==> src/sequencer/addr_gen.sv <==
`timescale 1ns/1ps
`default_nettype none

module addr_gen #(
	parameter int STRIDE = 2,
	parameter int COMMON_BASE = 8,
	parameter int ADDR_W = 9
) (
	input  logic              clk,
	input  logic              harmonics_rst,
	input  logic              step_i,
	input  logic              rewind_i,
	input  logic [ADDR_W-1:0] ptr_i,
	output logic [ADDR_W-1:0] addr_o
);

	logic [ADDR_W-1:0] base_q;
	logic [ADDR_W-1:0] sel_base;

	assign sel_base = ptr_i[ADDR_W-1] ? COMMON_BASE[ADDR_W-1:0] : base_q;

	// rewind wins over step so the last harmonic can do both
	always_ff @(posedge clk) begin
		if (harmonics_rst) begin
			base_q <= '0;
			addr_o <= '0;
		end else begin
			if (rewind_i) begin
				base_q <= '0;
			end else if (step_i) begin
				base_q <= base_q + STRIDE[ADDR_W-1:0];
			end
			addr_o <= sel_base + {1'b0, ptr_i[ADDR_W-2:0]};
		end
	end

endmodule

`default_nettype wire

==> config.mk <==
export PLATFORM = sky130hd
export DESIGN_NAME = addr_gen
export DESIGN_NICKNAME = d
export VERILOG_FILES = /design/src/sequencer/addr_gen.sv
export SDC_FILE = /design/constraint.sdc
export NUM_CORES = 1
export LEC_CHECK = 0
export BUFFER_PORTS_ARGS = -buffer_cell sky130_fd_sc_hd__clkbuf_2
export CAP_MARGIN = 20
export CORE_MARGIN = 3
export CORE_UTILIZATION = 50
export DETAILED_ROUTE_END_ITERATION = 12
export GPL_TIMING_DRIVEN = 0
export PLACE_DENSITY = 0.86
export SKIP_LAST_GASP = 1
export SLEW_MARGIN = 20
export SYNTH_ARGS = -nofsm -noshare
export SYNTH_HDL_FRONTEND = slang
export SYNTH_SLANG_ARGS = --single-unit
==> constraint.sdc <==
create_clock -name clk -period 2.25 [get_ports clk]
set_clock_uncertainty 0.2 [all_clocks]
set_input_delay 0.1125 -clock clk [delete_from_list [all_inputs] [get_ports clk]]
set_output_delay 0.1125 -clock clk [all_outputs]
set_load 0.01 [all_outputs]
# Word level (Yosys, flattened, before mapping)
# Cells that the tools add are included.
# op_classes
add_sub_neg,2
muxes,1
reduce_logical,1
# op_table
cell,count
9-bit by 2-bit adder with 9-bit output (second input constant),1
9-bit by 8-bit adder with 9-bit output,1
9-bit two-way mux,1
2-bit OR reduction,1
# word_totals
reg_bits,18
input_bits,13

# Depth between registers and ports, before layout
# Gate-level depths: netlist of the first run.
# logic_depth
depth_word,2
ltp_mapped,8
ltp_nobuf,8

# Worst setup path before layout of the first run
# No wires, ideal clock.
# synth_timing
kind,register to register
start,register base_q[1]
end,register addr_o[7]
setup_ns,0.131
t_arrival_ns,1.630
path_slack_ns,0.290
stages_incl_launch_ff,9
path_buffers,0
cell_sequence,dfxtp_1 > nor2b_1 > ha_1 > inv_1 > fa_1 > nor2b_1 > o31a_1 > o21ai_1 > nor3b_1
# synth_between
elab_chain_cells,2
# synth_lines
element,line,source
start: declaration,17,logic [ADDR_W-1:0] base_q;
start signal: assignment,31,base_q <= base_q + STRIDE[ADDR_W-1:0];
9-bit two-way mux,20,assign sel_base = ptr_i[ADDR_W-1] ? COMMON_BASE[ADDR_W-1:0] : base_q;
9-bit by 8-bit adder with 9-bit output,33,"addr_o <= sel_base + {1'b0, ptr_i[ADDR_W-2:0]};"
end signal: assignment,33,
end: declaration,14,output logic [ADDR_W-1:0] addr_o
# Every way passes these cells.
# A chain may end at the register's enable or synchronous reset.

# Final worst setup path of the first run
# Same ends and word-level chain as after synthesis.

==> metrics.md, run 1 <==
| Metric | Value |
|---|---|
| Status | complete, no violations |
| IO Pins | 22 |
| Critical path class | reg2reg |
| CTS tree | done |
| Min-delay worst type | in2reg |
| Clock latency on the worst-skew pair | between 200 and 300 ps |
| Data arrival time of the critical path | 2070 ps |
| CP Launch Type | register |
| Fraction of the mapped netlist area in compound gates | 0.152 |
| Post-route ant nets | 0 |
| Dpl hpwl | 1.42 mm |
| Worst-Margin Slew | between 400 and 500 ps |
| GPL Wtd Cong | 0.841 |
| Number of synthesized flops with an enable pin | 0 |
| Xor/xnor share of the synthesized area | 0.0467 |
| DRT iter0 DRCs | 4 |
| Max incr delay on CP | ~410 ps |
| Period utilization | 0.938 |
| Simple-gate share of the synthesized area | 0.275 |
| RSZ-0062 raised after global routing | false |
| Final min period | between 2000 and 2500 ps |
| Main synth FF type | dfxtp_1 |
| Htree depth | 1 |
| Die Ht | 49.3 microns |
| Worst Setup End Kind | register |
| Most frequent cell after synthesis | dfxtp_1 |
| Share of synthesized registers carrying an async set or reset | 0 |
| Synth Area in Adders | 0.128 |
| Post-synthesis mux area share | 0.0107 |
| Detailed-route wire length | roughly 1.8 mm |
| Vias in the first global route | 802 |
| Finish-stage setup viols | 0 |
| Share of the synthesized area in the top cell type | 0.363 |
| Cell accounting for the most synthesized area | dfxtp_1 |
| Top post-synthesis cells by area | dfxtp_1 (36%), ha_1 (11%), nor2b_1 (6.7%), nor3_1 (4.8%), nor2_1 (3.6%) |
| Fin util | 0.654 |
| Gr usage total | 0.159 |
| Port Buf Inserts | 20 |
| Yosys warning count | 0 |
| IR drop worst, VDD | ~0.36 mV |
| Gr ovfl total | 0 |
| Syn_area_per_cell | 8.94 sq um |
| Syn Nets | around 130 |
| Initial antenna violation count | 0 |
| Inserted Clock Buffers | 3 |
| Relative slew margins | 0.713 |
| Max Buffers Root-to-Sink | 2 |
| Largest family of logic cells by synthesized area | simple AND/OR/NAND/NOR gates |
| DRT Pass-1 Iters | 4 |
| Rows | 15 |
| CP cell instances | nor2b_1 -> ha_1 -> inv_1 -> fa_1 -> nor2b_2 -> o31a_1 -> o21ai_1 -> nor3b_1 |
| TNS Setup | 0 ps |
| Layout area overhead | 21.6% |
| Core outline area | 1750 sq um |
| Clock sinks | 17 |
| Full die area | between 2000 and 2500 sq um |
| Cells after Synth | 105 |
| Filler Cell Count | around 170 |
| Initial Util | 0.538 |
| Largest net degree at the start of global routing | 11 |
| Max-cap violation count | 0 |
| # Post-CTS Setup Buffers | 0 |
| Pwr dens | 494 nW/um^2 |
| Pins Over Slew Limit | 0 |
| Leak pwr | between 0.5 and 0.6 nW |
| Flop and latch count out of synthesis | 17 |
| Ant diodes | 0 |
| CP max stage cell | fa_1 |
| DR vias | 829 |
| R2R setup slack | 140 ps |
| Layout cells sized above 1 | 0.241 |
| Commonest cells in the netlist | dfxtp_1 (17), nor2b_1 (10), nor2_1 (9), nor3_1 (9), ha_1 (8) |
| Width of the die | between 40 and 50 microns |
| Fmax achieved | 0.474 GHz |
| Post-DR wirelength/cell | ~12 microns |
| Global-route wire length before repair | between 3 and 4 mm |
| DRC | 0 |
| Post-synthesis sequential area ratio | 0.363 |
| Final Hold Viols | 0 |
| Vias per cell | about 5.2 |
| CTS root buffer | clkbuf_4 |
| Clock-pin slew on the worst setup and hold paths | approximately 100 ps |
| Worst endpoint required time | around 2200 ps |
| Netlist Area Pre-Place | 938 sq um |
| Worst-path maximum fanout | 5 |
| Final nets | about 160 |
| Synth cell types | 31 |
-- layer usage --
| metal | vias up | part of all wire | global-route usage |
|---|---|---|---|
| met5 | - | 0 | 0 |
| met4 | 0 | 0.010 | 0.0569 |
| met3 | 4 | 0.032 | 0.0367 |
| met2 | 14 | 0.54 | 0.297 |
| met1 | 384 | 0.42 | 0.171 |
| li1 | 427 | - | - |
-- placed cells by master (no fill, tap or decap), types with 3 or more instances in the layout --
cell type      instances
nor2b_1                9
nor3_1                 9
ha_1                   8
o21a_1                 3
a21oi_1                4
dlygate4sd3_1          4
inv_1                  3
nor2_1                 9
nand3_1                3
xor2_1                 3
nand2_1                4
clkbuf_2              20
o21ai_1                4
clkbuf_4               3
dfxtp_1               16
-- final timing paths --
| path | start | endpoint | depth (start not counted) |
|---|---|---|---|
| min reg2reg | base_q[7] | base_q[7] | 2 |
| max | base_q[1] | addr_o[7] | 8 |
| min | ptr_i[2] | addr_o[2] | 4 |
| max reg2reg | base_q[1] | addr_o[7] | 8 |
-- metrics by stage --
| step | total power [mW] | instances | hold WS (ps) | setup WS [ps] | instance area [sq um] |
|---|---|---|---|---|---|
| floorplan | 0.373 | 105 | 40.7 | 290 | 938 |
| global placement | 0.400 | 150 | 122 | 136 | 1070 |
| detailed placement | 0.404 | 150 | 132 | 93.7 | 1070 |
| CTS | 0.572 | 158 | 26.6 | 67.7 | 1140 |
| global route | 0.597 | 158 | 54.0 | 15.2 | 1140 |
| finish | 0.564 | 158 | 39.5 | 140 | 1140 |
-- state kept, by name, summed over array words and instances, names as in the netlist --
signal / count
addr_o: 9
base_q: 8
-- worst max-delay path, delay by kind of cell (launching register included) --
family	cells	cell delay, ps
AOI/OAI and AO/OA	2	240
adders and majority gates	2	610
buffers and inverters	1	70
DFF	1	380
and+or+nand+nor	3	480
-- cell families after synthesis --
group,Yosys count
xor gates and xnor gates,5
buffers and inverters,6
DFF,17
AOI/OAI and AO/OA,20
adders and majority gates,9
muxes,1
and+or+nand+nor,47
-- repair_timing --
item	CTS	global route
hold buffers	4	0
gates resized for setup	0	2
endpoints found under the setup margin	0	1
hold endpoints to repair	6	0
-- area by class of cell --
class                   instances  area, sq um  area share
multi-input cells              82          577       0.505
flip-flops and latches         17          342       0.299
repair buffers                 24          140       0.123
well taps                      25         31.3      0.0274
clock buffers                   3         22.5      0.0197
plain buffers                   3         12.5      0.0110
inverters                       3         11.3     0.00987
clock inverters                 1         5.00     0.00439
-- where the power goes --
part | total, mW | internal [mW] | switching, mW
Clock | 0.161 | 0.0661 | 0.0949
Combinational | 0.0867 | 0.0423 | 0.0443
Sequential | 0.317 | 0.312 | 0.00418
Note: power is estimated with default switching activity, not from simulation.
==> run 2: changes to the inputs <==
--- a/config.mk
+++ b/config.mk
@@ -12,6 +12,7 @@
 export DETAILED_ROUTE_END_ITERATION = 12
 export GPL_TIMING_DRIVEN = 0
 export PLACE_DENSITY = 0.86
+export SETUP_SLACK_MARGIN = 0.2
 export SKIP_LAST_GASP = 1
 export SLEW_MARGIN = 20
 export SYNTH_ARGS = -nofsm -noshare
==> run 2 against run 1 <==
Compared with the run above: utilization rose by 5.7 points; clock power is essentially flat; first-iteration DRC count rose to 5.3 times the previous value; global-route usage increased by 0.96 points; hold slack improved by 86 ps; maximum frequency rose by 3.7%; power rose by 2.5%; die area did not move; worst setup slack improved by 76 ps; design area grew 8.7%; non-clock buffer count is 5 higher.
==> metrics.md, run 2 (synthesis results as in run 1) <==
| Metric | Value |
|---|---|
| Status | complete, no violations (unchanged) |
| Non-Filler Instances | 163 (was 158) |
| CTS root buffer | clkbuf_4 (unchanged) |
| Rows | 15 (unchanged) |
| Worst endpoint required time | 2270 ps (was 2210 ps) |
| Die Ht | 49.3 microns (unchanged) |
| Largest register by flop count | addr_o (unchanged) |
| RSZ-0062 raised after global routing | false (unchanged) |
| Relative slew margins | 0.693 (was 0.713) |
| Post-route ant nets | 0 (unchanged) |
| R2R setup slack | 220 ps (was 140 ps) |
| Largest net degree at the start of global routing | 11 (unchanged) |
| Gr ovfl total | 0 (unchanged) |
| Full die area | 2430 sq um (unchanged) |
| Width of the die | 49.3 microns (unchanged) |
| Critical Path End | addr_o[6] (was addr_o[7]) |
| CP Launch Type | register (unchanged) |
| Most common cell after layout, fill and taps aside | clkbuf_2 (unchanged) |
| Clock-pin slew on the worst setup and hold paths | 100 ps (about the same) |
| R2R depth | 6 (was 8) |
| Max incr delay on CP | 480 ps (was 410 ps) |
| Switch share | 0.260 (was 0.254) |
| Htree depth | 1 (unchanged) |
| Most frequent cells in the layout | clkbuf_2 (20), dfxtp_1 (14), nor3_1 (9) (was clkbuf_2 (20), dfxtp_1 (16), nor2b_1 (9), nor3_1 (9), nor2_1 (9)) |
| Pins Over Slew Limit | 0 (unchanged) |
| Clk pwr share | 0.277 (was 0.285) |
| Setup ws final | 216 ps (was 140 ps) |
| DRT Pass-1 Iters | 4 (unchanged) |
| Initial Util | 0.538 (unchanged) |
| TNS Setup | 0 ps (unchanged) |
| Period utilization | 0.904 (was 0.938) |
| Initial antenna violation count | 0 (unchanged) |
| Worst-path maximum fanout | 5 (unchanged) |
| Data arrival time of the critical path | 2050 ps (was 2070 ps) |
| Max reg flops | 9 (unchanged) |
| CTS tree | done (unchanged) |
| IR drop worst, VDD | 0.365 mV (was 0.359 mV) |
| CP startpoint | base_q[3] (was base_q[1]) |
| P_int | 0.428 mW (was 0.421 mW) |
| Max Buffers Root-to-Sink | 2 (unchanged) |
| Inserted Clock Buffers | 3 (unchanged) |
| CP max stage cell | or4_4 (was fa_1) |
| CP cell instances | or2_1 -> ha_2 -> a211oi_4 -> nor2_2 -> or4_4 -> o211ai_2 (was nor2b_1 -> ha_1 -> inv_1 -> fa_1 -> nor2b_2 -> o31a_1 -> o21ai_1 -> nor3b_1) |
| # placed instances | 150 (unchanged) |
| IO Pins | 22 (unchanged) |
| Gr usage total | 0.168 (was 0.159) |
| Filler Cell Count | 142 (was 167) |
| Final Hold Viols | 0 (unchanged) |
| Place WS | 93.7 ps (unchanged) |
| Clock latency on the worst-skew pair | 290 ps (about the same) |
| R2r endpoint | addr_o[6] (was addr_o[7]) |
| P_sw | 0.150 mW (was 0.143 mW) |
| Leak pwr | 0.543 nW (was 0.505 nW) |
| Worst-Margin Slew | 461 ps (was 430 ps) |
| Core outline area | 1750 sq um (unchanged) |
| Clock sinks | 17 (unchanged) |
| Total Power | 0.578 mW (was 0.564 mW) |
| DRC | 0 (unchanged) |
| Fmax achieved | 0.492 GHz (was 0.474 GHz) |
| DR vias | 893 (was 829) |
| Worst Setup End Kind | register (unchanged) |
| Ant diodes | 0 (unchanged) |
| Worst R2R Start | base_q[3] (was base_q[1]) |
| Critical path class | reg2reg (unchanged) |
| Global-route wire length before repair | 3.24 mm (was 3.08 mm) |
| Combinational share of power | 0.180 (was 0.154) |
| Max-cap violation count | 0 (unchanged) |
| Layout area overhead | 32.1% (was 21.6%) |
| GPL Wtd Cong | 0.841 (unchanged) |
| Top Registers | addr_o: 9 flops, base_q: 8 flops (unchanged) |
| Final min period | 2030 ps (was 2110 ps) |
| Sequential share of power | 0.543 (was 0.561) |
| Dpl hpwl | 1.42 mm (unchanged) |
| Fin util | 0.710 (was 0.654) |
| Vias per cell | 5.48 (was 5.25) |
| Finish-stage setup viols | 0 (unchanged) |
| Vias in the first global route | 835 (was 802) |
| Final nets | 161 (was 156) |
| Layout cells sized above 1 | 0.348 (was 0.241) |
| DRT iter0 DRCs | 21 (was 4) |
| Pwr dens | 466 nW/um^2 (was 494 nW/um^2) |
| Min-delay worst type | in2reg (unchanged) |
| Detailed-route wire length | 2.21 mm (was 1.85 mm) |
| Port Buf Inserts | 20 (unchanged) |
| Post-DR wirelength/cell | 13.5 microns (was 11.7 microns) |
-- run 2: cell count changes in the layout (fill, tap and decap cells not counted), sizes merged --
cell and change:
buf +5
-- run 2: worst min-delay path by stage --
| stage | cells after the start | from | to |
|---|---|---|---|
| after floorplan | 1 | ptr_i[0] | addr_o[0] |
| after global placement | 2 | ptr_i[0] | addr_o[0] |
| after detailed placement | 2 | ptr_i[0] | addr_o[0] |
| after CTS | 4 | ptr_i[2] | addr_o[2] |
| after global routing | 4 | ptr_i[2] | addr_o[2] |
| final | 4 | ptr_i[8] | addr_o[8] |
-- run 2: through the flow --
step	hold WS (ps)	cell area [sq um]
3_5_place_dp	132	1070
3_3_place_gp	122	1070
5_1_grt	140	1240
2_1_floorplan	40.7	938
4_1_cts	26.6	1160
6_report	125	1240
-- run 2: layout make-up --
cell class	count	area [sq um]	area share
sequential	17	349	0.282
tap	25	31.3	0.0252
multi-input combinational	82	631	0.509
buffer	3	12.5	0.0101
inverter	3	11.3	0.00908
timing repair buffer	29	178	0.143
clock inverter	1	5.00	0.00404
clock buffer	3	22.5	0.0182
-- run 2: what timing repair did --
item	in CTS	in global routing
hold endpoints to repair	6	0
pin swaps	1	4
resized for setup	5	12
hold buffers	4	0
setup buffers	2	3
setup endpoints to repair	3	3
-- run 2: power groups by stage --
stage	clock [mW]	sequential [mW]	combinational (mW)
2_1_floorplan	0	0.328	0.0445
3_3_place_gp	0	0.323	0.0771
3_5_place_dp	0	0.324	0.0802
4_1_cts	0.170	0.317	0.0891
5_1_grt	0.183	0.315	0.113
6_report	0.160	0.314	0.104
-- run 2: worst max-delay path: cells and delay by family, from the launching register on --
family / cells / cell delay [ps]
and+or+nand+nor: 3 / 810
AOI/OAI and AO/OA: 2 / 360
DFF: 1 / 360
adders and majority gates: 1 / 230
-- run 2: per-layer routing --
metal	global-route usage	share of wire
met5	0	0
met4	0.0569	0.016
met3	0.0367	0.042
met2	0.324	0.55
met1	0.176	0.39
