File: config.mk
export PLATFORM = sky130hd
export DESIGN_NAME = mac_unit_flat
export DESIGN_NICKNAME = d
export VERILOG_FILES = /design/src/common/harmonics_pkg.sv /design/src/common/mac_ctrl_if.sv /design/src/datapath/mac_unit.sv /design/src/flat_wrapper.sv
export SDC_FILE = /design/constraint.sdc
export NUM_CORES = 1
export LEC_CHECK = 0
export ABC_AREA = 1
export BUFFER_PORTS_ARGS = -buffer_cell sky130_fd_sc_hd__buf_2
export CAP_MARGIN = 20
export CORE_ASPECT_RATIO = 1.4
export CORE_MARGIN = 4
export CORE_UTILIZATION = 35
export DETAILED_ROUTE_END_ITERATION = 10
export HOLD_SLACK_MARGIN = 0.15
export PLACE_DENSITY_LB_ADDON = 0.05
export RECOVER_POWER = 100
export SLEW_MARGIN = 5
export SYNTH_ARGS = -nofsm -noshare
export SYNTH_HDL_FRONTEND = slang
export SYNTH_SLANG_ARGS = --single-unit
File: constraint.sdc
create_clock -name clk -period 6.85 [get_ports clk]
set_input_delay 0 -clock clk [delete_from_list [all_inputs] [get_ports clk]]
set_output_delay 0 -clock clk [all_outputs]
set_load 0.05 [all_outputs]
File: src/common/harmonics_pkg.sv
`default_nettype none

package harmonics_pkg;

	localparam int DATA_W = 18;
	localparam int FRAC_W = 14;
	localparam int ADDR_W = 9;

	typedef logic signed [DATA_W-1:0] data_t;
	typedef logic [ADDR_W-1:0] addr_t;

	typedef enum logic [2:0] {
		IDLE,
		PREDICT,
		SUM_STORE,
		ERROR,
		CORRECT,
		NEXT_CHAN
	} phase_e;

	typedef enum logic [2:0] {
		NOP,
		LOAD_MUL,
		ADD_MUL,
		SUB_MUL,
		ADD_OPERAND,
		SUB_FROM_OPERAND
	} mac_op_e;

	localparam int COEF_PER_HARM = 4;
	localparam int STATE_PER_HARM = 2;

	// pointer top bit selects the common area of a memory
	localparam addr_t PTR_COMMON = addr_t'(1) << (ADDR_W - 1);
	localparam addr_t ST_X1 = addr_t'(0);
	localparam addr_t ST_X2 = addr_t'(1);
	localparam addr_t ST_SUM = PTR_COMMON;
	localparam addr_t ST_ERR = PTR_COMMON | addr_t'(1);
	localparam addr_t CF_COS = addr_t'(0);
	localparam addr_t CF_SIN = addr_t'(1);
	localparam addr_t CF_K1 = addr_t'(2);
	localparam addr_t CF_K2 = addr_t'(3);
	localparam addr_t CF_INPUT = PTR_COMMON;

endpackage

`default_nettype wire

File: src/common/mac_ctrl_if.sv
`timescale 1ns/1ps
`default_nettype none

// one micro-instruction per cycle, no handshake
interface mac_ctrl_if;
	import harmonics_pkg::*;

	mac_op_e op;
	logic valid;
	logic wr_en;
	addr_t dest_addr;

	modport seq (
		output op, valid, wr_en, dest_addr
	);

	modport mac (
		input op, valid, wr_en, dest_addr
	);

endinterface

`default_nettype wire

File: src/datapath/mac_unit.sv
`timescale 1ns/1ps
`default_nettype none

module mac_unit (
	input  logic                 clk,
	input  logic                 harmonics_rst,
	mac_ctrl_if.mac              ctrl,
	input  harmonics_pkg::data_t state_i,
	input  harmonics_pkg::data_t coef_i,
	output harmonics_pkg::data_t result_o
);
	import harmonics_pkg::*;

	localparam int PROD_W = 2 * DATA_W;
	localparam int ACC_W = PROD_W + 4;

	mac_op_e op_q;
	logic valid_q;
	logic signed [PROD_W-1:0] prod;
	logic signed [ACC_W-1:0] prod_ext, state_ext, coef_ext, acc_d, acc_q, acc_shift;

	// instruction arrives one cycle ahead of the registered memory data
	always_ff @(posedge clk) begin
		if (harmonics_rst) begin
			op_q <= NOP;
			valid_q <= 1'b0;
		end else begin
			op_q <= ctrl.op;
			valid_q <= ctrl.valid;
		end
	end

	assign prod = state_i * coef_i;
	assign prod_ext = {{(ACC_W-PROD_W){prod[PROD_W-1]}}, prod};
	assign state_ext = {{(ACC_W-DATA_W){state_i[DATA_W-1]}}, state_i};
	assign coef_ext = {{(ACC_W-DATA_W){coef_i[DATA_W-1]}}, coef_i};

	// accumulator keeps full precision and is scaled only on the way out
	always_comb begin
		case (op_q)
			LOAD_MUL:         acc_d = prod_ext;
			ADD_MUL:          acc_d = acc_q + prod_ext;
			SUB_MUL:          acc_d = acc_q - prod_ext;
			ADD_OPERAND:      acc_d = acc_q + (state_ext <<< FRAC_W);
			SUB_FROM_OPERAND: acc_d = (coef_ext <<< FRAC_W) - acc_q;
			default:          acc_d = acc_q;
		endcase
		// a bubble clears the accumulator before a sum
		if (!valid_q) begin
			acc_d = '0;
		end
	end

	always_ff @(posedge clk) begin
		acc_q <= acc_d;
	end

	assign acc_shift = acc_q >>> FRAC_W;
	assign result_o = acc_shift[DATA_W-1:0];

endmodule

`default_nettype wire

File: src/flat_wrapper.sv
// flat-port wrapper written by rule: the top's interface ports become plain ports
module mac_unit_flat import harmonics_pkg::*;
  (clk, harmonics_rst, state_i, coef_i, result_o, ctrl_op, ctrl_valid, ctrl_wr_en, ctrl_dest_addr);
  mac_ctrl_if ctrl_i ();
  input  logic clk;
  input  logic harmonics_rst;
  input  harmonics_pkg::data_t state_i;
  input  harmonics_pkg::data_t coef_i;
  output harmonics_pkg::data_t result_o;
  input wire logic [$bits(ctrl_i.op)-1:0] ctrl_op;
  input wire logic [$bits(ctrl_i.valid)-1:0] ctrl_valid;
  input wire logic [$bits(ctrl_i.wr_en)-1:0] ctrl_wr_en;
  input wire logic [$bits(ctrl_i.dest_addr)-1:0] ctrl_dest_addr;
  assign ctrl_i.op = ctrl_op;
  assign ctrl_i.valid = ctrl_valid;
  assign ctrl_i.wr_en = ctrl_wr_en;
  assign ctrl_i.dest_addr = ctrl_dest_addr;
  mac_unit u_core (.clk(clk), .harmonics_rst(harmonics_rst), .ctrl(ctrl_i), .state_i(state_i), .coef_i(coef_i), .result_o(result_o));
endmodule
After elaboration in Yosys (flattened, before gate mapping)
Cells that the tools add are included.
Widths: inputs -> output; s select.

word-level totals
  register bits = 44
  input port bits = 52

cells by class
  muxes and demuxes = 1
  equal/unequal tests = 5
  multipliers = 1
  reduce and logical (&&, ||, !) cells = 1
  add/subtract/negate cells = 4

operators with widths
  cell                number
  $pmux 40 s5         1
  $add 40x32->40      1
  $add 40x36->40      1
  $sub 32x40->40      1
  $sub 40x36->40      1
  $mul 18x18->36      1
  $eq 3x2->1 const B  2
  $eq 3x3->1 const B  2
  $reduce_bool 5->1   1
  $eq 3x1->1 const B  1

Longest topological paths before layout
Gate-level depths: netlist of run 1.

  depth in word-level cells = 3
  gate-level depth with buffers = 49

Least setup slack after synthesis of run 1
OpenSTA, ideal clock, no wires.

  path type = in2reg
  start = input port state_i[5]
  end = register u_core.acc_q[26]
  slack = -0.349 ns
  arrival = 7.082 ns
  library setup time = 0.117 ns
  stages on the path = 38
  required time = 6.733 ns
  path through = clkbuf_1 > clkbuf_1 > nand2_1 > fa_1 > inv_1 > fa_1 > inv_1 > fa_1 > inv_1 > fa_1 > fa_1 > inv_1 > fa_1 > inv_1 > ha_1 > nand2_1 > nor2_1 > nand2_1 > [... 2 more ...] > nor2_1 > nand2_2 > nor2_2 > nand3_2 > nand2_2 > xor2_1 > ha_1 > nand2_1 > nor2_1 > inv_1 > nor2_1 > a221oi_1 > o21ai_0 > or2_2 > nand3_1 > o221ai_1 > nor2_1 > nor2_1

between the ends
  word-level cells in the longest chain between the ends = 3
  elaborated cells between the ends (all ways) = 5
  classes of those cells = 3 x add/sub; 1 x mul; 1 x mux

ends and longest elaborated chain
  what                                              line                            RTL
  from (decl)                                       flat_wrapper.sv:7               input harmonics_pkg::data_t state_i;
  $mul 18x18->36                                    mac_unit.sv:33                  assign prod = state_i * coef_i;
  $sub 40x36->40 or $add 40x36->40 (tied branches)  mac_unit.sv:43, mac_unit.sv:42
  $pmux 40 s5 (*)                                   mac_unit.sv:40                  case (op_q)
  to (signal assigned)                              mac_unit.sv:55                  acc_q <= acc_d;
  to (decl)                                         mac_unit.sv:20                  logic signed [ACC_W-1:0] prod_ext, state_ext, coef_ext, acc_d, acc_q, acc_shift;

Mark *: on every way between the ends. The rest lies on a longest branch, timed or not.
A chain may end at the register's enable or synchronous reset.

Worst setup path in the final report of run 1
  start = input port state_i[10]
  end = register u_core.acc_q[23]

between the ends
  word-level cells in the longest chain between the ends = 3
  elaborated cells between the ends (all ways) = 4
  classes of those cells = 2 x add/sub; 1 x mul; 1 x mux

ends and longest elaborated chain
  what                                              line
  $mul 18x18->36 (*)                                mac_unit.sv:33
  $sub 40x36->40 or $add 40x36->40 (tied branches)  mac_unit.sv:43, mac_unit.sv:42
  $pmux 40 s5 (*)                                   mac_unit.sv:40

Marked as above.

==> impl_table.tex, run 1 <==
\begin{tabular}{lr}
\hline
Metric & Value \\
\hline
\multicolumn{2}{l}{\textbf{Timing}} \\
\quad Unrepaired setup endpoints after global routing & yes \\
\quad Smallest setup slack after layout & -190.7 ps \\
\quad Worst max-slew margin expressed relative to the limit & 32.53\% \\
\quad Setup Viol. Count Final & 12 \\
\quad Sum of negative setup slack & -1299 ps \\
\quad Final hold violation count & 0 \\
\quad Final worst path period need & 7041 ps \\
\quad Actual transition at the worst max-transition pin & around 1000 ps \\
\quad Max-slew violation total from the final report & 0 \\
\quad Share of the clock period used by the worst path & 102.8\% \\
\quad Maximum clock skew at final layout & around 7.2 ps \\
\quad Hold slack final & 448.6 ps \\
\quad Maximum achievable frequency & 142.0 MHz \\
\multicolumn{2}{l}{\textbf{GRT}} \\
\quad Overall routing resource usage & 27.56\% \\
\quad Grt peak-use layer & met2 \\
\quad Met3 usage & $\sim$1.8\% \\
\quad Vias in the first global route & 20.73k \\
\quad Pin count of the biggest net entering global routing & 28 \\
\quad First-pass GRT wire length & between 100,000 and 150,000 µm \\
\quad Met1 Resource Use GR & 28.42\% \\
\quad Gr ovfl total & 0 \\
\quad Met2 layer usage reported by global route & 53.87\% \\
\quad Initial antenna violation count & 0 \\
\multicolumn{2}{l}{\textbf{Placement}} \\
\quad Final Wtd Congestion & between 0.9 and 1 \\
\quad Worst setup slack after placement & -1096 ps \\
\quad Input/output buffers & 59 \\
\quad Half-perimeter wire length after placement & 69,350 µm \\
\multicolumn{2}{l}{\textbf{Yosys}} \\
\quad EDFF count, synth & 0 \\
\quad Most common cell in the synthesized netlist & inv\_1 \\
\quad Commonest cells in the netlist & inv\_1 (782), nand2\_1 (715), fa\_1 (298) \\
\quad Netlist area before placement & approximately 19,000 µm² \\
\quad Number of library cell types mapped by synthesis & 57 \\
\quad Largest cells by area after synthesis & fa\_1 (31\%), inv\_1 (15\%), nand2\_1 (14\%) \\
\quad Share of synthesized area occupied by flip-flops and latches & under 10\% \\
\quad Flops \& latches, synth & 36 \\
\quad Main synth FF type & dfxtp\_1 \\
\quad Most area-hungry cell type in the Yosys netlist & fa\_1 \\
\quad Post-Syn Nets & around 3.4k \\
\quad Number of standard cells after synthesis & 2,880 \\
\quad Fraction of post-synthesis cell area in the top cell type by area & 31.31\% \\
\quad Warning count from the yosys run & 0 \\
\quad Average cell area after synthesis & around 6.6 µm² \\
\quad Ys async rst share & 0\% \\
\multicolumn{2}{l}{\textbf{Critical path}} \\
\quad Highest cell delay on the worst timing path & about 560 ps \\
\quad Worst reg-to-reg setup slack & $\sim$2200 ps \\
\quad Endpoint class of the critical path & flip-flop \\
\quad Critical setup path kind & input port to flip-flop \\
\quad Critical R2R Capture & u\_core.acc\_q[13]\$\_SDFFE\_PN0P\_ \\
\quad Crit Path Max Fanout & 5 \\
\quad Critical path data required time & roughly 7000 ps \\
\quad Depth of the worst register-to-register path & 25 \\
\quad Arrival time worst endpoint & a little over 7000 ps \\
\quad Kind of start point of the critical path & input port \\
\quad Critical R2R Launch & u\_core.op\_q[1]\$\_SDFF\_PP0\_ \\
\quad Slowest stage cell on the critical path & fa\_2 \\
\multicolumn{2}{l}{\textbf{Run status}} \\
\quad Violations in the final reports & negative setup slack \\
\quad Status & finished, violations left \\
\multicolumn{2}{l}{\textbf{Flow run}} \\
\quad Number of maximum-capacitance constraint violations & 0 \\
\multicolumn{2}{l}{\textbf{Cells and area}} \\
\quad Final antenna diode count & 0 \\
\quad Final-stage net count & between 3k and 4k \\
\quad Fill cell count & approximately 5.6k \\
\quad Fraction of layout instances using a drive strength above 1 & between 20 and 30\% \\
\quad Synth-to-layout area growth & 36.27\% \\
\multicolumn{2}{l}{\textbf{Clock network}} \\
\quad Clock transition time at the flip-flop clock pins of the worst setup and hold paths & 60 ps \\
\quad Clock Path Buffers & 2 \\
\quad Latest clock arrival within the worst-skew pair & $\sim$300 ps \\
\quad TritonCTS sink count & 36 \\
\quad Maximum level of the CTS H-tree & 2 \\
\quad Clock tree from TritonCTS & yes \\
\quad Root Buffer Master & clkbuf\_16 \\
\quad TritonCTS buffer count & 5 \\
\multicolumn{2}{l}{\textbf{Die}} \\
\quad Area inside the core boundary & around 54,000 µm² \\
\quad Area enclosed by the die boundary & 58,290 µm² \\
\quad Effective utilization at floorplan & between 30 and 40\% \\
\quad Floorplan die width & roughly 200 µm \\
\quad IO Count & 70 \\
\quad Vertical die dimension & approximately 280 µm \\
\quad Number of rows in the core area & 100 \\
\multicolumn{2}{l}{\textbf{Routing}} \\
\quad Length of the first detailed-routing pass in iterations & 5 \\
\quad Post-detailed-route wirelength per cell & just over 20 µm \\
\quad Via Count & around 20k \\
\quad Routed via count divided by cell count & $\sim$4.9 \\
\quad DRC violation count after routing & 0 \\
\quad Final routed wirelength across all metal layers & between 80,000 and 90,000 µm \\
\quad Initial DRC Count & between 900 and 1k \\
\quad Final ANT Viol Nets & 0 \\
\multicolumn{2}{l}{\textbf{Hold path}} \\
\quad Kind of path behind the tightest hold check & input port to flip-flop \\
\quad Origin of the worst min-delay path & ctrl\_op[2] \\
\quad Cell depth of the worst min-delay path & 4 \\
\quad Capture endpoint of the worst hold path & u\_core.op\_q[2]\$\_SDFF\_PP0\_ \\
\hline
\end{tabular}
layer usage:
layer,up-vias,share of wire [%],wire length [µm]
met5,-,0,0
li1,9437,-,-
met2,471,55,44980
met4,0,7.6,6206
met3,209,2.8,2257
met1,9634,34,28030
registers in the layout (all words and copies together), names as in the netlist:
| register | count |
|---|---|
| u_core.acc_q | 32 |
| u_core.op_q | 3 |
| u_core.valid_q | 1 |
placed cells by master (no fill, tap or decap), drive strengths merged, types with 5 or more instances in the layout:
master         n
o221ai         7
and2           5
a21oi        153
inv          795
a31oi         11
nor3          26
buf          510
o21ai        132
o21a           5
nor4           7
nand2        723
dfxtp         36
clkbuf        26
nand4         31
o31ai          5
nand3b        10
or2           18
xor2          42
ha           155
o21bai         6
xnor2         13
dlygate4sd3    5
nor2         158
nand3        101
fa           298
o211ai        11
area by class of cell:
type                       count  area (µm²)  share of cell area [%]
inverter                     796        2995                   11.54
tap                          714       893.4                   3.441
timing repair buffer         536        4563                   17.57
multi-input combinational   1940       16640                   64.10
clock buffer                   6       138.9                  0.5349
sequential                    36       720.7                   2.776
clock inverter                 2       10.01                 0.03855
through the flow:
| step | instance area [µm²] | utilization (%) | std cells |
|---|---|---|---|
| final | 25960 | 48.49 | 4030 |
| after floorplan | 19520 | - | 2880 |
| after global routing | 25960 | 48.49 | 4030 |
| after CTS | 24990 | 46.67 | 4010 |
| after global placement | 23010 | 42.97 | 3925 |
| after detailed placement | 23010 | 42.97 | 3925 |
critical path, delay by kind of cell:
kind,cells,cell delay (ps)
AOI/OAI and AO/OA,6,730
xor gates and xnor gates,2,440
adders and majority gates,8,3710
buffers and inverters,9,720
and+or+nand+nor,13,1590
how the worst max path moves through the flow:
stage / start / end / slack [ps] / cells past startpoint
after floorplan: state_i[8] / u_core.acc_q[26]$_SDFFE_PN0P_ / -30 / 42
after global placement: state_i[6] / u_core.acc_q[20]$_SDFFE_PN0P_ / -1060 / 41
after detailed placement: state_i[6] / u_core.acc_q[20]$_SDFFE_PN0P_ / -1100 / 41
after CTS: coef_i[6] / u_core.acc_q[31]$_SDFFE_PN0P_ / -180 / 41
after global routing: state_i[10] / u_core.acc_q[30]$_SDFFE_PN0P_ / -480 / 41
final: state_i[10] / u_core.acc_q[23]$_SDFFE_PN0P_ / -190 / 38
kinds of logic after synthesis:
logic type / Yosys count / synth area share (%)
simple gates: 1082 / 23.65
buf+inv: 904 / 18.23
fa+ha+maj: 453 / 41.49
compound gates: 350 / 10.13
xor+xnor: 55 / 2.725
flops: 36 / 3.782
timing repair:
item,4_1_cts,5_1_grt
hold buffers,5,0
pin swaps,179,187
setup endpoints to repair,18,19
gates cloned,1,1
hold endpoints to repair,4,0
buffers inserted,72,22
resized for setup,342,188
Power of run 1 is left out: the tool's default activity adds up to more than one toggle a clock period on the data nets, which glitch-free logic cannot reach.
==> inputs of run 2 (changes only) <==
--- a/config.mk
+++ b/config.mk
@@ -13,7 +13,6 @@
 export CORE_UTILIZATION = 35
 export DETAILED_ROUTE_END_ITERATION = 10
 export HOLD_SLACK_MARGIN = 0.15
-export PLACE_DENSITY_LB_ADDON = 0.05
 export RECOVER_POWER = 100
 export SLEW_MARGIN = 5
 export SYNTH_ARGS = -nofsm -noshare
==> run 2 against run 1 <==
Net effect:
- the run still ends with negative setup slack left
- via count down 1.2%
- flip-flop and latch count unchanged
- setup slack better by 83 ps
- maximum frequency up 1.2%
- sequential share of layout area up 0.056 points
- critical path depth up 4
- design area down 2.0%
- global-route usage down 3.3 points
- first-iteration DRC count up 3.0%
- non-clock buffer count down 7
- routed wire length down 12%
- critical path type unchanged
==> impl_table.tex, run 2 (same netlist as run 1, synthesis figures left out) <==
\begin{tabular}{lr}
\hline
Metric & Value \\
\hline
\multicolumn{2}{l}{\textbf{Die}} \\
\quad IO Count & 70 (unchanged) \\
\quad Area enclosed by the die boundary & 58,290 µm² (unchanged) \\
\quad Effective utilization at floorplan & 35.58\% (unchanged) \\
\quad Vertical die dimension & 284.1 µm (unchanged) \\
\quad Floorplan die width & 205.2 µm (unchanged) \\
\quad Area inside the core boundary & 53,550 µm² (unchanged) \\
\quad Number of rows in the core area & 100 (unchanged) \\
\multicolumn{2}{l}{\textbf{Critical path}} \\
\quad Crit Path Max Fanout & 6 (+1) \\
\quad Kind of start point of the critical path & input port \\
\quad Slowest stage cell on the critical path & fa\_1 \\
\quad Depth of the worst register-to-register path & 25 (unchanged) \\
\quad Endpoint class of the critical path & flip-flop \\
\quad Critical setup path kind & input port to flip-flop \\
\quad Arrival time worst endpoint & 7150 ps (-50 ps) \\
\quad Critical R2R Launch & u\_core.op\_q[1]\$\_SDFF\_PP0\_ \\
\quad Worst reg-to-reg setup slack & 2610 ps (+380 ps) \\
\quad Critical R2R Capture & u\_core.acc\_q[14]\$\_SDFFE\_PN0P\_ \\
\quad Highest cell delay on the worst timing path & 560 ps (about the same) \\
\quad Cell with the most instances on the worst path & nand2\_1 \\
\quad Critical path data required time & 7050 ps (+40 ps) \\
\multicolumn{2}{l}{\textbf{GRT}} \\
\quad Overall routing resource usage & 24.27\% (-3.3 points) \\
\quad Pin count of the biggest net entering global routing & 28 (unchanged) \\
\quad First-pass GRT wire length & 110,400 µm (-8.7\%) \\
\quad Initial antenna violation count & 4 (+4) \\
\quad Gr ovfl total & 0 (unchanged) \\
\quad Vias in the first global route & 20.19k (-2.6\%) \\
\multicolumn{2}{l}{\textbf{Clock network}} \\
\quad Clock Path Buffers & 2 (unchanged) \\
\quad Clock tree from TritonCTS & yes \\
\quad Root Buffer Master & clkbuf\_16 \\
\quad Latest clock arrival within the worst-skew pair & 300 ps (about the same) \\
\quad Maximum level of the CTS H-tree & 2 (unchanged) \\
\quad TritonCTS sink count & 36 (unchanged) \\
\quad Clock transition time at the flip-flop clock pins of the worst setup and hold paths & 70 ps (about the same) \\
\quad TritonCTS buffer count & 5 (unchanged) \\
\multicolumn{2}{l}{\textbf{Flow run}} \\
\quad Number of maximum-capacitance constraint violations & 0 (unchanged) \\
\multicolumn{2}{l}{\textbf{Cells and area}} \\
\quad Finished Layout Cells & 4,025 (-0.12\%) \\
\quad Commonest non-fill, non-tap cells in the layout & inv\_1 (720), nand2\_1 (631), buf\_4 (426) \\
\quad Fill cell count & 5,555 (-1.1\%) \\
\quad Register with the highest flop count & u\_core.acc\_q \\
\quad Fraction of layout instances using a drive strength above 1 & 26.72\% (-0.40 points) \\
\quad Synth-to-layout area growth & 33.57\% \\
\quad Number of flip-flops in the largest register & 32 (unchanged) \\
\quad Most common cell after layout, fill and taps aside & inv\_1 \\
\quad Largest registers & u\_core.acc\_q x32, u\_core.op\_q x3, u\_core.valid\_q x1 \\
\quad Final-stage net count & 3,813 (-0.18\%) \\
\multicolumn{2}{l}{\textbf{Timing}} \\
\quad Maximum clock skew at final layout & 5.867 ps (-1.363 ps) \\
\quad Share of the clock period used by the worst path & 101.6\% (-1.2 points) \\
\quad Sum of negative setup slack & -554.5 ps (+744.5 ps) \\
\quad Actual transition at the worst max-transition pin & 917.4 ps (-87.00 ps) \\
\quad Final worst path period need & 6957 ps (-83.31 ps) \\
\quad Smallest setup slack after layout & -107.4 ps (+83.31 ps) \\
\quad Worst max-slew margin expressed relative to the limit & 38.62\% (+6.1 points) \\
\quad Final hold violation count & 0 (unchanged) \\
\quad Unrepaired setup endpoints after global routing & yes \\
\quad Maximum achievable frequency & 143.7 MHz (+1.2\%) \\
\quad Max-slew violation total from the final report & 0 (unchanged) \\
\quad Setup Viol. Count Final & 8 (-4) \\
\multicolumn{2}{l}{\textbf{Placement}} \\
\quad Half-perimeter wire length after placement & 61,200 µm (-12\%) \\
\quad Final Wtd Congestion & 1.009 (+5.0\%) \\
\quad Worst setup slack after placement & -1043 ps (+53.23 ps) \\
\quad Input/output buffers & 59 (unchanged) \\
\quad Placed cells & 3,945 (+0.51\%) \\
\multicolumn{2}{l}{\textbf{Routing}} \\
\quad Final ANT Viol Nets & 0 (unchanged) \\
\quad Routed via count divided by cell count & 4.848 (-1.1\%) \\
\quad Length of the first detailed-routing pass in iterations & 5 (unchanged) \\
\quad DRC violation count after routing & 0 (unchanged) \\
\quad Final routed wirelength across all metal layers & 71,570 µm (-12\%) \\
\quad Via Count & 19.51k (-1.2\%) \\
\quad Initial DRC Count & 1,008 (+3.0\%) \\
\quad Post-detailed-route wirelength per cell & 17.78 µm (-12\%) \\
\multicolumn{2}{l}{\textbf{Hold path}} \\
\quad Origin of the worst min-delay path & coef\_i[0] \\
\quad Cell depth of the worst min-delay path & 6 (+2) \\
\quad Capture endpoint of the worst hold path & u\_core.acc\_q[0]\$\_SDFFE\_PN0P\_ \\
\quad Kind of path behind the tightest hold check & input port to flip-flop \\
\multicolumn{2}{l}{\textbf{Run status}} \\
\quad Violations in the final reports & negative setup slack \\
\quad Status & finished, violations left \\
\hline
\end{tabular}
[run 2: cell count changes in the layout (fill, tap and decap cells not counted), moves of 6 or more]
cell / before / now
clkbuf_4: 0 / 7
inv_2: 66 / 73
nand3_1: 75 / 84
buf_12: 21 / 10
inv_1: 726 / 720
nor2_4: 21 / 15
nor2_1: 119 / 125
buf_8: 9 / 3
[run 2: worst max-delay path by stage]
| stage | cells after the start | from | endpoint | slack, ps |
|---|---|---|---|---|
| after global routing | 42 | coef_i[5] | u_core.acc_q[31]$_SDFFE_PN0P_ | -480 |
| after detailed placement | 35 | state_i[4] | u_core.acc_q[29]$_SDFFE_PN0P_ | -1040 |
| final | 42 | state_i[8] | u_core.acc_q[31]$_SDFFE_PN0P_ | -110 |
| after CTS | 44 | coef_i[6] | u_core.acc_q[30]$_SDFFE_PN0P_ | -100 |
| after floorplan | 42 | state_i[8] | u_core.acc_q[26]$_SDFFE_PN0P_ | -30 |
| after global placement | 38 | state_i[11] | u_core.acc_q[29]$_SDFFE_PN0P_ | -980 |
[run 2: per-layer routing]
layer / up-vias / wire length, µm / track usage (%)
met5: - / 13 / 0
met2: 520 / 37740 / 45.06
met1: 9323 / 25990 / 26.97
met4: 2 / 5142 / 13.42
li1: 9442 / - / -
met3: 225 / 2683 / 2.053
[run 2: area by class of cell]
cell class                 instances  area, µm²  share of cell area (%)
inverter                         796       2993                   11.76
multi-input combinational       1940      16440                   64.58
antenna                            2      5.005                 0.01966
clock inverter                     3      46.29                  0.1819
clock buffer                       5      125.1                  0.4916
tap                              714      893.4                   3.510
sequential                        36      720.7                   2.832
timing repair buffer             529       4232                   16.63
[run 2: worst max-delay path, delay by kind of cell]
family / cells / cell delay [ps]
AO/OA/AOI/OAI: 1 / 100
XOR/XNOR: 1 / 170
adder cells (fa/ha/maj): 8 / 3620
buffers and inverters: 10 / 890
AND/OR/NAND/NOR: 22 / 2370
[run 2: through the flow]
stage	cell area [µm²]	hold slack, ps	utilization (%)
after detailed placement	23100	205.5	43.13
after global routing	25450	410.0	47.52
final	25450	394.5	47.53
after floorplan	19520	71.18	-
after global placement	23100	203.9	43.13
after CTS	24850	391.2	46.40
[run 2: what timing repair did]
action                                 CTS  global route
setup buffers                           47            18
gates resized for setup                319           148
endpoints found under the hold margin    4             0
hold buffers                             5             0
setup endpoints to repair               17            19
pin swaps                              198           102
Power of run 2 is left out for the same reason.
